[config.mk]
export PLATFORM = sky130hd
export DESIGN_NAME = clock_ctrl_top
export DESIGN_NICKNAME = d
export VERILOG_FILES = /design/src/clk_resync_pkg.sv /design/src/cmp_phase_pkg.sv /design/src/resync_ctrl.sv /design/src/cmp_phase_cfg.sv /design/src/cmp_phase_fsm.sv /design/src/clock_ctrl_top.sv
export SDC_FILE = /design/constraint.sdc
export NUM_CORES = 1
export LEC_CHECK = 0
export BUFFER_PORTS_ARGS = -buffer_cell sky130_fd_sc_hd__buf_4
export CORE_ASPECT_RATIO = 0.6
export CORE_UTILIZATION = 60
export CTS_BUF_LIST = sky130_fd_sc_hd__clkbuf_8
export DETAILED_ROUTE_END_ITERATION = 6
export MAX_ROUTING_LAYER = met4
export PLACE_DENSITY = 0.83
export SKIP_LAST_GASP = 1
export SLEW_MARGIN = 20
export SYNTH_ARGS = -nofsm -noshare
export SYNTH_HDL_FRONTEND = slang
export SYNTH_SLANG_ARGS = --single-unit
[constraint.sdc]
create_clock -name CLK40 -period 3.1 [get_ports CLK40]
set_input_delay 0.31 -clock CLK40 [delete_from_list [all_inputs] [get_ports CLK40]]
set_output_delay 0.31 -clock CLK40 [all_outputs]
set_load 0.02 [all_outputs]
[src/clk_resync_pkg.sv]
`default_nettype none

package clk_resync_pkg;

	//--------------------------------------------------------------------------
	// Hold-off timing
	//--------------------------------------------------------------------------
	localparam int HOLDOFF_US_DEF = 100;	// Hold-off after each capture, in us
	localparam int CYC_PER_US_DEF = 40;	// CLK40 cycles in one microsecond

	// Depth of the stretch applied to the sampling clock manager reset
	localparam int RST_PIPE_LEN = 8;

	//--------------------------------------------------------------------------
	// Output values while RST is asserted
	//--------------------------------------------------------------------------
	localparam logic SAMP_RST_INIT  = 1'b1;	// Sampling clock manager held in reset
	localparam logic CLK20_SEL_INIT = 1'b0;	// Non-inverted 20 MHz phase
	localparam logic DSR_INIT       = 1'b0;	// No hold-off

	// Bits needed for a counter that runs from 0 up to max_val
	function automatic int cnt_width(input int max_val);
		int w;
		w = 1;
		while ((2 ** w) <= max_val) begin
			w++;
		end
		return w;
	endfunction

endpackage

`default_nettype wire

[src/cmp_phase_pkg.sv]
`default_nettype none

package cmp_phase_pkg;

	//--------------------------------------------------------------------------
	// Comparator clock phase widths
	//--------------------------------------------------------------------------
	localparam int SEL_W       = 5;		// Coarse setting, 32 positions
	localparam int PHASE_W     = 11;	// Fine step count
	localparam int TABLE_DEPTH = 2 ** SEL_W;

	// 25 ns period / (1/56 of a 960 MHz VCO period)
	localparam int STEPS_PER_CYCLE = 1344;

	// Cycles spent after each done reply, covers the change flag delay
	localparam int SETTLE_CYC = 2;

	typedef logic [PHASE_W-1:0] cmp_phase_t;

	// Phase shift sequencer states
	typedef enum logic [2:0] {
		PS_IDLE   = 3'd0,
		PS_STEP   = 3'd1,
		PS_WAIT   = 3'd2,
		PS_SETTLE = 3'd3
	} phs_state_t;

	// Table entry: nearest integer of idx * 1344 / 31
	// Top entry lands on a full period
	function automatic cmp_phase_t phase_entry(input int unsigned idx);
		int unsigned scaled;
		int unsigned div;
		div = TABLE_DEPTH - 1;
		scaled = idx * STEPS_PER_CYCLE;
		return cmp_phase_t'((scaled + div / 2) / div);
	endfunction

endpackage

`default_nettype wire

[src/resync_ctrl.sv]
`timescale 1ns/1ps
`default_nettype none

module resync_ctrl #(
	parameter int HOLDOFF_US = clk_resync_pkg::HOLDOFF_US_DEF,
	parameter int CYC_PER_US = clk_resync_pkg::CYC_PER_US_DEF
) (
	input  wire  CLK40,
	input  wire  RST,
	input  wire  resync_i,
	input  wire  samp_phs_chng_i,
	input  wire  samp_half_sel_i,
	output logic lead_edge_o,
	output logic cap_phase_o,
	output logic samp_mmcm_rst_o,
	output logic dsr_resync_o,
	output logic clk20_sel_o,
	output logic samp_in_sel_o
);

	import clk_resync_pkg::*;

	localparam int PRE_W = cnt_width(CYC_PER_US - 1);
	localparam int US_W  = cnt_width(HOLDOFF_US);

	logic [1:0]              rst_dly;		// RST seen one and two edges back
	logic                    resync_d1;
	logic                    lead_edge_d1;
	logic                    trl_rst;
	logic                    pipe_in;
	logic [RST_PIPE_LEN-1:0] rst_pipe;
	logic                    clk20_phase;
	logic [PRE_W-1:0]        pre_cnt;
	logic [US_W-1:0]         us_cnt;
	logic                    pre_wrap;
	logic                    clr_dsr;

	//--------------------------------------------------------------------------
	// Edge detection and capture pulse
	//--------------------------------------------------------------------------
	assign lead_edge_o = resync_i & ~resync_d1;	// One cycle wide
	assign trl_rst     = ~RST & rst_dly[1];	// First two edges after release
	assign pipe_in     = lead_edge_o | trl_rst | cap_phase_o | samp_phs_chng_i;

	always_ff @(posedge CLK40 or posedge RST) begin
		if (RST) begin
			rst_dly      <= 2'b11;
			resync_d1    <= 1'b0;
			lead_edge_d1 <= 1'b0;
			cap_phase_o  <= 1'b0;
			rst_pipe     <= {RST_PIPE_LEN{SAMP_RST_INIT}};
		end else begin
			rst_dly      <= {rst_dly[0], 1'b0};
			resync_d1    <= resync_i;
			lead_edge_d1 <= lead_edge_o;
			cap_phase_o  <= lead_edge_o | lead_edge_d1 | trl_rst | samp_phs_chng_i;
			rst_pipe     <= {rst_pipe[RST_PIPE_LEN-2:0], pipe_in};
		end
	end

	// Stretched reset for the sampling clock manager
	assign samp_mmcm_rst_o = |rst_pipe;

	// 20 MHz phase, realigned on every resync
	always_ff @(posedge CLK40 or posedge RST) begin
		if (RST) begin
			clk20_phase <= 1'b0;
			clk20_sel_o <= CLK20_SEL_INIT;
		end else begin
			clk20_phase <= lead_edge_o ? 1'b0 : ~clk20_phase;
			if (cap_phase_o) begin
				clk20_sel_o <= clk20_phase;	// Latch phase on capture
			end
		end
	end

	assign samp_in_sel_o = clk20_sel_o ^ samp_half_sel_i;

	//--------------------------------------------------------------------------
	// Hold-off flag with microsecond prescaler
	//--------------------------------------------------------------------------
	assign pre_wrap = (pre_cnt == PRE_W'(CYC_PER_US - 1));
	assign clr_dsr  = (us_cnt == US_W'(HOLDOFF_US));

	always_ff @(posedge CLK40 or posedge RST) begin
		if (RST) begin
			dsr_resync_o <= DSR_INIT;
			pre_cnt      <= '0;
			us_cnt       <= '0;
		end else if (cap_phase_o) begin	// Restart on every capture
			dsr_resync_o <= 1'b1;
			pre_cnt      <= '0;
			us_cnt       <= '0;
		end else if (dsr_resync_o) begin
			dsr_resync_o <= ~clr_dsr;
			pre_cnt      <= pre_wrap ? '0 : pre_cnt + 1'b1;
			us_cnt       <= us_cnt + US_W'(pre_wrap);
		end else begin
			pre_cnt <= '0;
			us_cnt  <= '0;
		end
	end

endmodule

`default_nettype wire

[src/cmp_phase_cfg.sv]
`timescale 1ns/1ps
`default_nettype none

module cmp_phase_cfg (
	input  wire                            CLK40,
	input  wire                            RST,
	input  wire [cmp_phase_pkg::SEL_W-1:0] cmp_clk_phase_i,
	input  wire                            ps_en_i,
	output cmp_phase_pkg::cmp_phase_t      target_o,
	output cmp_phase_pkg::cmp_phase_t      cur_phase_o,
	output logic                           phs_inc_o,
	output logic                           phs_change_o
);

	import cmp_phase_pkg::*;

	cmp_phase_t phase_rom [TABLE_DEPTH];
	logic       phs_chg_m1;

	//--------------------------------------------------------------------------
	// Coarse setting to fine step lookup
	//--------------------------------------------------------------------------
	for (genvar g = 0; g < TABLE_DEPTH; g++) begin : g_rom
		assign phase_rom[g] = phase_entry(g);	// Constant entry
	end

	always_ff @(posedge CLK40 or posedge RST) begin
		if (RST) begin
			target_o <= '0;
		end else begin
			target_o <= phase_rom[cmp_clk_phase_i];
		end
	end

	// Direction and change request
	// The change flag trails the compare by two cycles so that a step
	// just taken has reached cur_phase_o before it is looked at again
	always_ff @(posedge CLK40 or posedge RST) begin
		if (RST) begin
			phs_inc_o    <= 1'b0;
			phs_chg_m1   <= 1'b0;
			phs_change_o <= 1'b0;
		end else begin
			phs_inc_o    <= (target_o > cur_phase_o);
			phs_chg_m1   <= (target_o != cur_phase_o);
			phs_change_o <= phs_chg_m1;
		end
	end

	//--------------------------------------------------------------------------
	// Phase presumed to be held by the clock manager
	//--------------------------------------------------------------------------
	always_ff @(posedge CLK40 or posedge RST) begin
		if (RST) begin
			cur_phase_o <= '0;	// Clock manager starts at zero offset
		end else if (ps_en_i) begin
			if (phs_inc_o) begin
				cur_phase_o <= cur_phase_o + 1'b1;
			end else begin
				cur_phase_o <= cur_phase_o - 1'b1;
			end
		end
	end

endmodule

`default_nettype wire

[src/cmp_phase_fsm.sv]
`timescale 1ns/1ps
`default_nettype none

module cmp_phase_fsm (
	input  wire                       CLK40,
	input  wire                       RST,
	input  wire                       phs_change_i,
	input  wire                       locked_i,
	input  wire                       ps_done_i,
	output logic                      ps_en_o,
	output logic                      busy_o,
	output cmp_phase_pkg::phs_state_t state_o
);

	import cmp_phase_pkg::*;

	localparam int CNT_W = $clog2(SETTLE_CYC + 1);

	phs_state_t       state;
	phs_state_t       state_nxt;
	logic [CNT_W-1:0] settle_cnt;
	logic             settle_done;

	assign settle_done = (settle_cnt == CNT_W'(SETTLE_CYC - 1));

	//--------------------------------------------------------------------------
	// Next state
	//--------------------------------------------------------------------------
	always_comb begin
		state_nxt = state;
		case (state)
			PS_IDLE: begin
				if (locked_i && phs_change_i) begin
					state_nxt = PS_STEP;
				end
			end
			PS_STEP: begin
				state_nxt = PS_WAIT;	// Single enable strobe
			end
			PS_WAIT: begin
				if (ps_done_i) begin	// No timeout on the reply
					state_nxt = PS_SETTLE;
				end
			end
			PS_SETTLE: begin
				if (settle_done) begin
					state_nxt = PS_IDLE;
				end
			end
			default: begin
				state_nxt = PS_IDLE;
			end
		endcase
	end

	always_ff @(posedge CLK40 or posedge RST) begin
		if (RST) begin
			state <= PS_IDLE;
		end else begin
			state <= state_nxt;
		end
	end

	// Settle counter, runs only in PS_SETTLE
	always_ff @(posedge CLK40 or posedge RST) begin
		if (RST) begin
			settle_cnt <= '0;
		end else if (state == PS_SETTLE) begin
			settle_cnt <= settle_cnt + 1'b1;
		end else begin
			settle_cnt <= '0;
		end
	end

	//--------------------------------------------------------------------------
	// Outputs
	//--------------------------------------------------------------------------
	assign ps_en_o = (state == PS_STEP);
	assign busy_o  = (state != PS_IDLE);	// Falls when the step is complete
	assign state_o = state;

endmodule

`default_nettype wire

[src/clock_ctrl_top.sv]
`timescale 1ns/1ps
`default_nettype none

module clock_ctrl_top #(
	parameter int HOLDOFF_US = clk_resync_pkg::HOLDOFF_US_DEF,
	parameter int CYC_PER_US = clk_resync_pkg::CYC_PER_US_DEF
) (
	input  wire                              CLK40,
	input  wire                              RST,
	// Resync control
	input  wire                              resync_i,
	input  wire                              samp_phs_chng_i,
	input  wire                              samp_half_sel_i,	// Sampling phase bit 2
	output logic                             lead_edge_o,
	output logic                             cap_phase_o,
	output logic                             samp_mmcm_rst_o,
	output logic                             dsr_resync_o,
	output logic                             clk20_sel_o,
	output logic                             samp_in_sel_o,
	// Comparator phase stepping
	input  wire [cmp_phase_pkg::SEL_W-1:0]   cmp_clk_phase_i,
	input  wire                              mmcm_locked_i,
	input  wire                              ps_done_i,
	output cmp_phase_pkg::cmp_phase_t        cmp_phase_o,
	output cmp_phase_pkg::cmp_phase_t        cur_phase_o,
	output logic                             cmp_phs_change_o,
	output logic                             ps_en_o,
	output logic                             ps_incdec_o,
	output logic                             busy_o,
	output cmp_phase_pkg::phs_state_t        phs_state_o
);

	//--------------------------------------------------------------------------
	// Resync, capture and hold-off
	//--------------------------------------------------------------------------
	resync_ctrl #(
		.HOLDOFF_US (HOLDOFF_US),
		.CYC_PER_US (CYC_PER_US)
	) resync_ctrl_i (
		.CLK40           (CLK40),
		.RST             (RST),
		.resync_i        (resync_i),
		.samp_phs_chng_i (samp_phs_chng_i),
		.samp_half_sel_i (samp_half_sel_i),
		.lead_edge_o     (lead_edge_o),
		.cap_phase_o     (cap_phase_o),
		.samp_mmcm_rst_o (samp_mmcm_rst_o),
		.dsr_resync_o    (dsr_resync_o),
		.clk20_sel_o     (clk20_sel_o),
		.samp_in_sel_o   (samp_in_sel_o)
	);

	//--------------------------------------------------------------------------
	// Comparator clock phase, table and tracker beside the sequencer
	//--------------------------------------------------------------------------
	cmp_phase_cfg cmp_phase_cfg_i (
		.CLK40           (CLK40),
		.RST             (RST),
		.cmp_clk_phase_i (cmp_clk_phase_i),
		.ps_en_i         (ps_en_o),
		.target_o        (cmp_phase_o),
		.cur_phase_o     (cur_phase_o),
		.phs_inc_o       (ps_incdec_o),
		.phs_change_o    (cmp_phs_change_o)
	);

	cmp_phase_fsm cmp_phase_fsm_i (
		.CLK40        (CLK40),
		.RST          (RST),
		.phs_change_i (cmp_phs_change_o),
		.locked_i     (mmcm_locked_i),
		.ps_done_i    (ps_done_i),
		.ps_en_o      (ps_en_o),
		.busy_o       (busy_o),
		.state_o      (phs_state_o)
	);

endmodule

`default_nettype wire

==> results of run 1 <==
-- area by class of cell --
cell class,instances,area (sq um)
Fill cell,371,1250
Multi-Input combinational cell,249,1810
Clock buffer,9,124
Sequential cell,58,1460
Inverter,31,116
Tap cell,77,96.3
Timing Repair Buffer,46,345
Clock inverter,7,71.3
-- Yosys cell counts, drive strengths merged, types with 3 or more instances --
master and count:
a211oi 3, a21o 3, a21oi 23, buf 4
clkbuf 10, dfrtp 48, dfstp 10, ha 38
inv 31, mux2 4, mux2i 3, nand2 24
nand2b 7, nand3 8, nor2 32, nor2b 4
nor4 4, o211ai 6, o21a 6, o21ai 26
xnor2 6, xor2 9
-- cells in the final DEF (no fill, tap or decap), drive strengths merged, types with 10 or more instances in the layout --
| cell | instances |
|---|---|
| buf | 46 |
| nand2 | 24 |
| dfstp | 10 |
| ha | 38 |
| o21ai | 26 |
| inv | 32 |
| nor2 | 32 |
| dfrtp | 48 |
| a21oi | 23 |
-- stage by stage --
stage	instance area, sq um	worst slack, ps	hold WS [ps]
floorplan	3450	707	331
global route	4030	455	66.8
finish	4030	579	82.1
detailed placement	3830	611	346
CTS	4030	600	62.1
global placement	3830	683	347
-- cell families (layout without fill, tap and decap cells) --
| logic type | count (synthesis) | in the layout |
|---|---|---|
| compound gates | 91 | 91 |
| buf+inv | 45 | 93 |
| xor+xnor | 15 | 15 |
| mux | 9 | 9 |
| other cells | 1 | 2 |
| simple gates | 93 | 93 |
| flops | 58 | 58 |
| fa+ha+maj | 39 | 39 |
-- power breakdown --
| part | switching, mW | total, mW | internal, mW |
|---|---|---|---|
| clock | 0.303 | 0.672 | 0.368 |
| sequential | 0.133 | 1.02 | 0.891 |
| combinational | 1.04 | 1.81 | 0.773 |
| total | 1.47 | 3.50 | 2.03 |
-- flip-flops by register name, summed over array words and instances (netlist names), 2 cells and up --
| name | flops |
|---|---|
| cmp_phase_cfg_i.target_o | 11 |
| cmp_phase_fsm_i.state_o | 2 |
| resync_ctrl_i.rst_dly | 2 |
| resync_ctrl_i.rst_pipe | 8 |
| resync_ctrl_i.us_cnt | 7 |
| resync_ctrl_i.pre_cnt | 6 |
| cmp_phase_cfg_i.cur_phase_o | 11 |
| cmp_phase_fsm_i.settle_cnt | 2 |
-- metal layers --
layer  wire length (um)  global-route usage, %  up-vias
li1                   -                      -     1313
met2               2850                   35.0       95
met4                 81                   9.66        0
met3                422                   6.68       10
met5                  0                      -        -
met1               3570                   37.9     1278
-- worst max-delay path by stage --
| stage | slack (ps) | startpoint | end | cells after the start |
|---|---|---|---|---|
| global route | 450 | cmp_phase_cfg_i.phs_inc_o | cmp_phase_cfg_i.cur_phase_o[10] | 7 |
| global placement | 680 | cmp_phase_cfg_i.phs_inc_o | cmp_phase_cfg_i.cur_phase_o[10] | 7 |
| CTS | 600 | cmp_phase_cfg_i.phs_inc_o | cmp_phase_cfg_i.cur_phase_o[10] | 7 |
| finish | 580 | cmp_phase_cfg_i.phs_inc_o | cmp_phase_cfg_i.cur_phase_o[10] | 7 |
| floorplan | 710 | cmp_phase_cfg_i.phs_inc_o | cmp_phase_cfg_i.cur_phase_o[10] | 7 |
| detailed placement | 610 | cmp_phase_cfg_i.phs_inc_o | cmp_phase_cfg_i.cur_phase_o[10] | 7 |
==> reports/qor.txt, run 1 <==
delay-heaviest family, CP - compound AO/OA/AOI/OAI gates
root buffer cell - clkbuf_8
Worst-path clk slew - 70 ps
worst r2r src - cmp_phase_cfg_i.phs_inc_o
Layout Utilization - 76.3%
clk_lat worst skew - 340 ps
Final setup viols - 0
vias in the first global route - 2406
Max Slew Vio Count - 0
clock skew - 7.44 ps
placed cell count - 461
synth top area cells - dfrtp_1 35%, ha_1 14%, dfstp_2 7.6%
R2R Path End - cmp_phase_cfg_i.cur_phase_o[10]
post-CTS setup buffers - 0
total track usage - 26.2%
Main synth FF type - dfrtp_1
Worst Hold End - resync_ctrl_i.resync_d1
area delta synth->final - 16.9%
Antenna Violating Nets Remaining - 0
fin crit share - 81.3%
VDD IR max - 0.377 mV
Worst R2R Setup Slack - 580 ps
Die X - 99.8 um
post-synthesis mux area share - 3.49%
DR pass1 iterations - 5
layout cells sized above 1 - 20.8%
Post-CTS Hold Buffers - 0
static leakage - 1.86 nW
post-synthesis compound-gate area fraction - 17.5%
Yosys top cell area share - 34.9%
Initial Util - 65.3%
WS Path Type - reg -> reg
f_max - 0.397 GHz
Critical Path AT - 2730 ps
Resized cells post-CTS - 0
largest family of logic cells by synthesized area - compound AO/OA/AOI/OAI gates
CP cell instances - inv_1, ha_1, nor2b_4, o31a_4, o31ai_4, o22ai_1, or4b_1
Seq/Total Area, Yosys - 42.5%
DP Wirelength - 5.18 mm
max-cap violation count - 0
worst-margin pin slew - 741 ps
I/O pin count - 47
CTS tree - done
area leader, netlist - dfrtp_1
worst r2r path cells - 7
DIE AREA - 0.00606 sq mm
Vert. Die Dim - 60.7 um
syn avg cell area - 9.82 sq um
# nets final - 446
startpoint type of the worst setup path - flop
DRC - 0
via count - 2696
CTS H-Tree Depth - 3
Diodes inserted - 0
Hold Crit Depth - 1
#FFs+latches synth - 58
power per cell area - 870 mW/mm^2
status - completed
FP Rows - 20
post-synthesis async set-or-reset flop share - 100%
mapped cell area - 0.00345 sq mm
Routed WL - 6.92 mm
pin count of the biggest net entering global routing - 59
Yosys cell types - 59
total power - 3.50 mW
clock sink count - 58
CTS buffer count - 9
hold path start - resync_i
Core Area - 0.00528 sq mm
simple-gate share of the synthesized area - 13.1%
Crit path required time - 3310 ps
Max Fanout on Critical Path - 11
setup tns final - 0 ps
RSZ-0062 raised after global routing - no
Largest stage delay, worst path - 480 ps
min cycle time layout - 2520 ps
CP max stage cell - or4b_1
Post-Synth Adder-Cell Area - 14.4%
global placement routability congestion - 0.921
initial antenna violation count - 0
final hold violation count - 0
CP bufs+invs - 1
global-route wire length before repair - 11.5 mm
grt ovf - 0
XOR/XNOR Fraction of Synth Area - 3.81%
DRT iter0 DRCs - 175
post-DR vias/cell - 5.65
DR WL/cell - 14.5 um
yosys warns - 0
post-synthesis instance total - 351
input/output buffers - 45
Max Buffers Root-to-Sink - 2
Worst Setup End Kind - flop
Post-synth EDFFs - 0
Worst slew margin - 50.6%
Hold Path Class - in -> reg
Non-Filler Instances - 477
No activity file was read; power rests on OpenSTA's default activity.
==> inputs of run 2 (changes only) <==
Settings changed: ABC_AREA from default to 1.
Clock period 3.1 ns to 2.39 ns, I/O delays scaled along.
==> reports/qor.txt, run 2 <==
initial antenna violation count - 0
I/O pin count - 47
sequential share of power - 28.4%
Max Buffers Root-to-Sink - 2
Hold Crit Depth - 3
worst r2r src - cmp_phase_cfg_i.phs_inc_o
clock skew - 14.8 ps
f_max - 0.508 GHz
sw frac - 46.6%
Main synth FF type - dfrtp_1
Antenna Violating Nets Remaining - 0
yosys warns - 0
Crit path required time - 2630 ps
Max Fanout on Critical Path - 9
DP Wirelength - 6.21 mm
Top Metal Used - met4
#FFs+latches synth - 58
Worst R2R Setup Slack - 420 ps
DIE AREA - 0.00600 sq mm
global placement routability congestion - 0.966
mapped cell area - 0.00341 sq mm
delay-heaviest family, CP - simple AND/OR/NAND/NOR gates
CP cell instances - inv_1, ha_1, nand2_1, nor2_1, nand3_1, nand3_1, nand2_1, nand3_1, nand2_1
DRC - 0
Post-synth top cells - 107 x nand2_1, 57 x inv_1, 48 x dfrtp_1
count leader, synth - nand2_1
hold path start - samp_phs_chng_i
DR pass1 iterations - 5
root buffer cell - clkbuf_8
Initial Util - 64.9%
internal power - 2.56 mW
Worst Hold End - resync_ctrl_i.rst_pipe[0]
Critical Path AT - 2200 ps
Layout Utilization - 76.8%
Routed WL - 8.32 mm
Post-synth EDFFs - 0
pin count of the biggest net entering global routing - 27
FP Rows - 20
post-CTS setup buffers - 0
global-route wire length before repair - 13.8 mm
static leakage - 2.12 nW
Hold Path Class - in -> reg
FILL cells - 376
R2R Path End - cmp_phase_cfg_i.cur_phase_o[9]
clock sink count - 58
CTS H-Tree Depth - 3
routed length on met3 - 713 um
power per cell area - 1180 mW/mm^2
area leader, netlist - dfrtp_1
area delta synth->final - 18.3%
total power - 4.78 mW
post-synthesis async set-or-reset flop share - 100%
Worst-path clk slew - 80 ps
VDD IR max - 0.987 mV
WS Path Type - reg -> reg
post-DR vias/cell - 5.52
startpoint type of the worst setup path - flop
Core Area - 0.00526 sq mm
Post-CTS Hold Buffers - 1
Die X - 99.3 um
status - completed
clk_lat worst skew - 350 ps
routed wl met2 - 3.52 mm
# nets final - 532
min cycle time layout - 1970 ps
RSZ-0062 raised after global routing - no
WL met1 - 4.00 mm
layout cells sized above 1 - 15.8%
Top Registers - cmp_phase_cfg_i.cur_phase_o: 11 flops, cmp_phase_cfg_i.target_o: 11 flops, resync_ctrl_i.rst_pipe: 8 flops
Final setup viols - 0
final hold violation count - 0
grt ovf - 0
input/output buffers - 45
CP bufs+invs - 1
total track usage - 31.8%
max-cap violation count - 0
DRT iter0 DRCs - 260
post-synthesis instance total - 425
worst r2r path cells - 9
post-layout instance area - 0.00404 sq mm
fin crit share - 82.3%
Post-DP Area - 0.00382 sq mm
Yosys top cell area share - 35.2%
Vert. Die Dim - 60.4 um
Resized cells post-CTS - 0
CP max stage cell - ha_1
Gate power share - 52.8%
Max Slew Vio Count - 0
Psw - 2.23 mW
Yosys cell types - 30
CTS buffer count - 9
setup tns final - 0 ps
DR WL/cell - 15.1 um
clock share of power - 18.9%
via count - 3048
Worst Setup End Kind - flop
Seq/Total Area, Yosys - 42.9%
Largest stage delay, worst path - 430 ps
synth top area cells - dfrtp_1 35%, ha_1 14%, nand2_1 12%
CTS tree - done
syn avg cell area - 8.03 sq um
commonest non-fill, non-tap cells in the layout - 107 x nand2_1, 56 x inv_1, 48 x dfrtp_1, 48 x buf_4, 46 x nor2_1
commonest non-fill, non-tap cell in the layout - nand2_1
vias in the first global route - 2797
Diodes inserted - 0
[run 2: changes by cell type in the layout (fill, tap and decap cells not counted), sizes merged, moves of 5 or more]
cell,previous run,this run
inv,32,59
nand2,24,107
nand2b,7,0
nand3,8,26
nor2,32,46
xnor2,6,0
xor2,9,4
[run 2: per-layer routing]
layer  vias up  track usage (%)
met5         -                -
met4         0             10.1
met3        14             6.68
met2       149             45.9
met1      1394             45.2
li1       1491                -
[run 2: stage by stage]
stage | instances | hold slack (ps) | worst slack (ps)
2_1_floorplan | 426 | 270 | 562
3_3_place_gp | 534 | 282 | 496
3_5_place_dp | 534 | 285 | 527
4_1_cts | 551 | 3.24 | 504
5_1_grt | 552 | 135 | 170
6_report | 552 | 135 | 422
[run 2: logic make-up (layout without fill, tap and decap cells)]
group / Yosys count / after routing / share of synthesized area [%]
buf+inv: 65 / 125 / 7.52
flops: 58 / 58 / 42.9
other cells: 1 / 2 / 0.110
simple gates: 194 / 194 / 23.4
compound gates: 64 / 64 / 10.5
xor+xnor: 4 / 4 / 1.03
fa+ha+maj: 39 / 39 / 14.5
[run 2: layout make-up]
cell class | instances | area [sq um] | area share, %
clock buffers | 9 | 124 | 3.07
multi-input cells | 303 | 1690 | 42.0
repair buffers | 50 | 380 | 9.42
well taps | 66 | 82.6 | 2.05
clock inverters | 7 | 70.1 | 1.74
flip-flops and latches | 58 | 1460 | 36.3
inverters | 59 | 221 | 5.49
[run 2: how the worst max path moves through the flow]
stage / from / end / slack (ps) / cells past startpoint
finish: cmp_phase_cfg_i.phs_inc_o / cmp_phase_cfg_i.cur_phase_o[9] / 420 / 9
global route: resync_ctrl_i.pre_cnt[0] / resync_ctrl_i.us_cnt[6] / 170 / 12
CTS: resync_ctrl_i.pre_cnt[0] / resync_ctrl_i.us_cnt[6] / 500 / 12
detailed placement: cmp_phase_cfg_i.phs_inc_o / cmp_phase_cfg_i.cur_phase_o[9] / 530 / 9
global placement: cmp_phase_cfg_i.phs_inc_o / cmp_phase_cfg_i.cur_phase_o[9] / 500 / 9
floorplan: RST / resync_ctrl_i.cap_phase_o / 560 / 3
[run 2: worst reg2reg max path, stage by stage (launching register included)]
cell and delay [ps]:
dfrtp_1 420, inv_1 210, ha_1 430, nand2_1 140, nor2_1 200, nand3_1 170, nand3_1 120, nand2_1 60
nand3_1 60, nand2_1 50
[run 2: power groups by stage]
stage	Combinational, mW	Clock, mW	Sequential, mW
global placement	2.34	0	1.36
floorplan	1.56	0	1.49
global route	2.83	0.949	1.38
detailed placement	2.42	0	1.37
finish	2.52	0.902	1.36
CTS	2.47	0.909	1.35
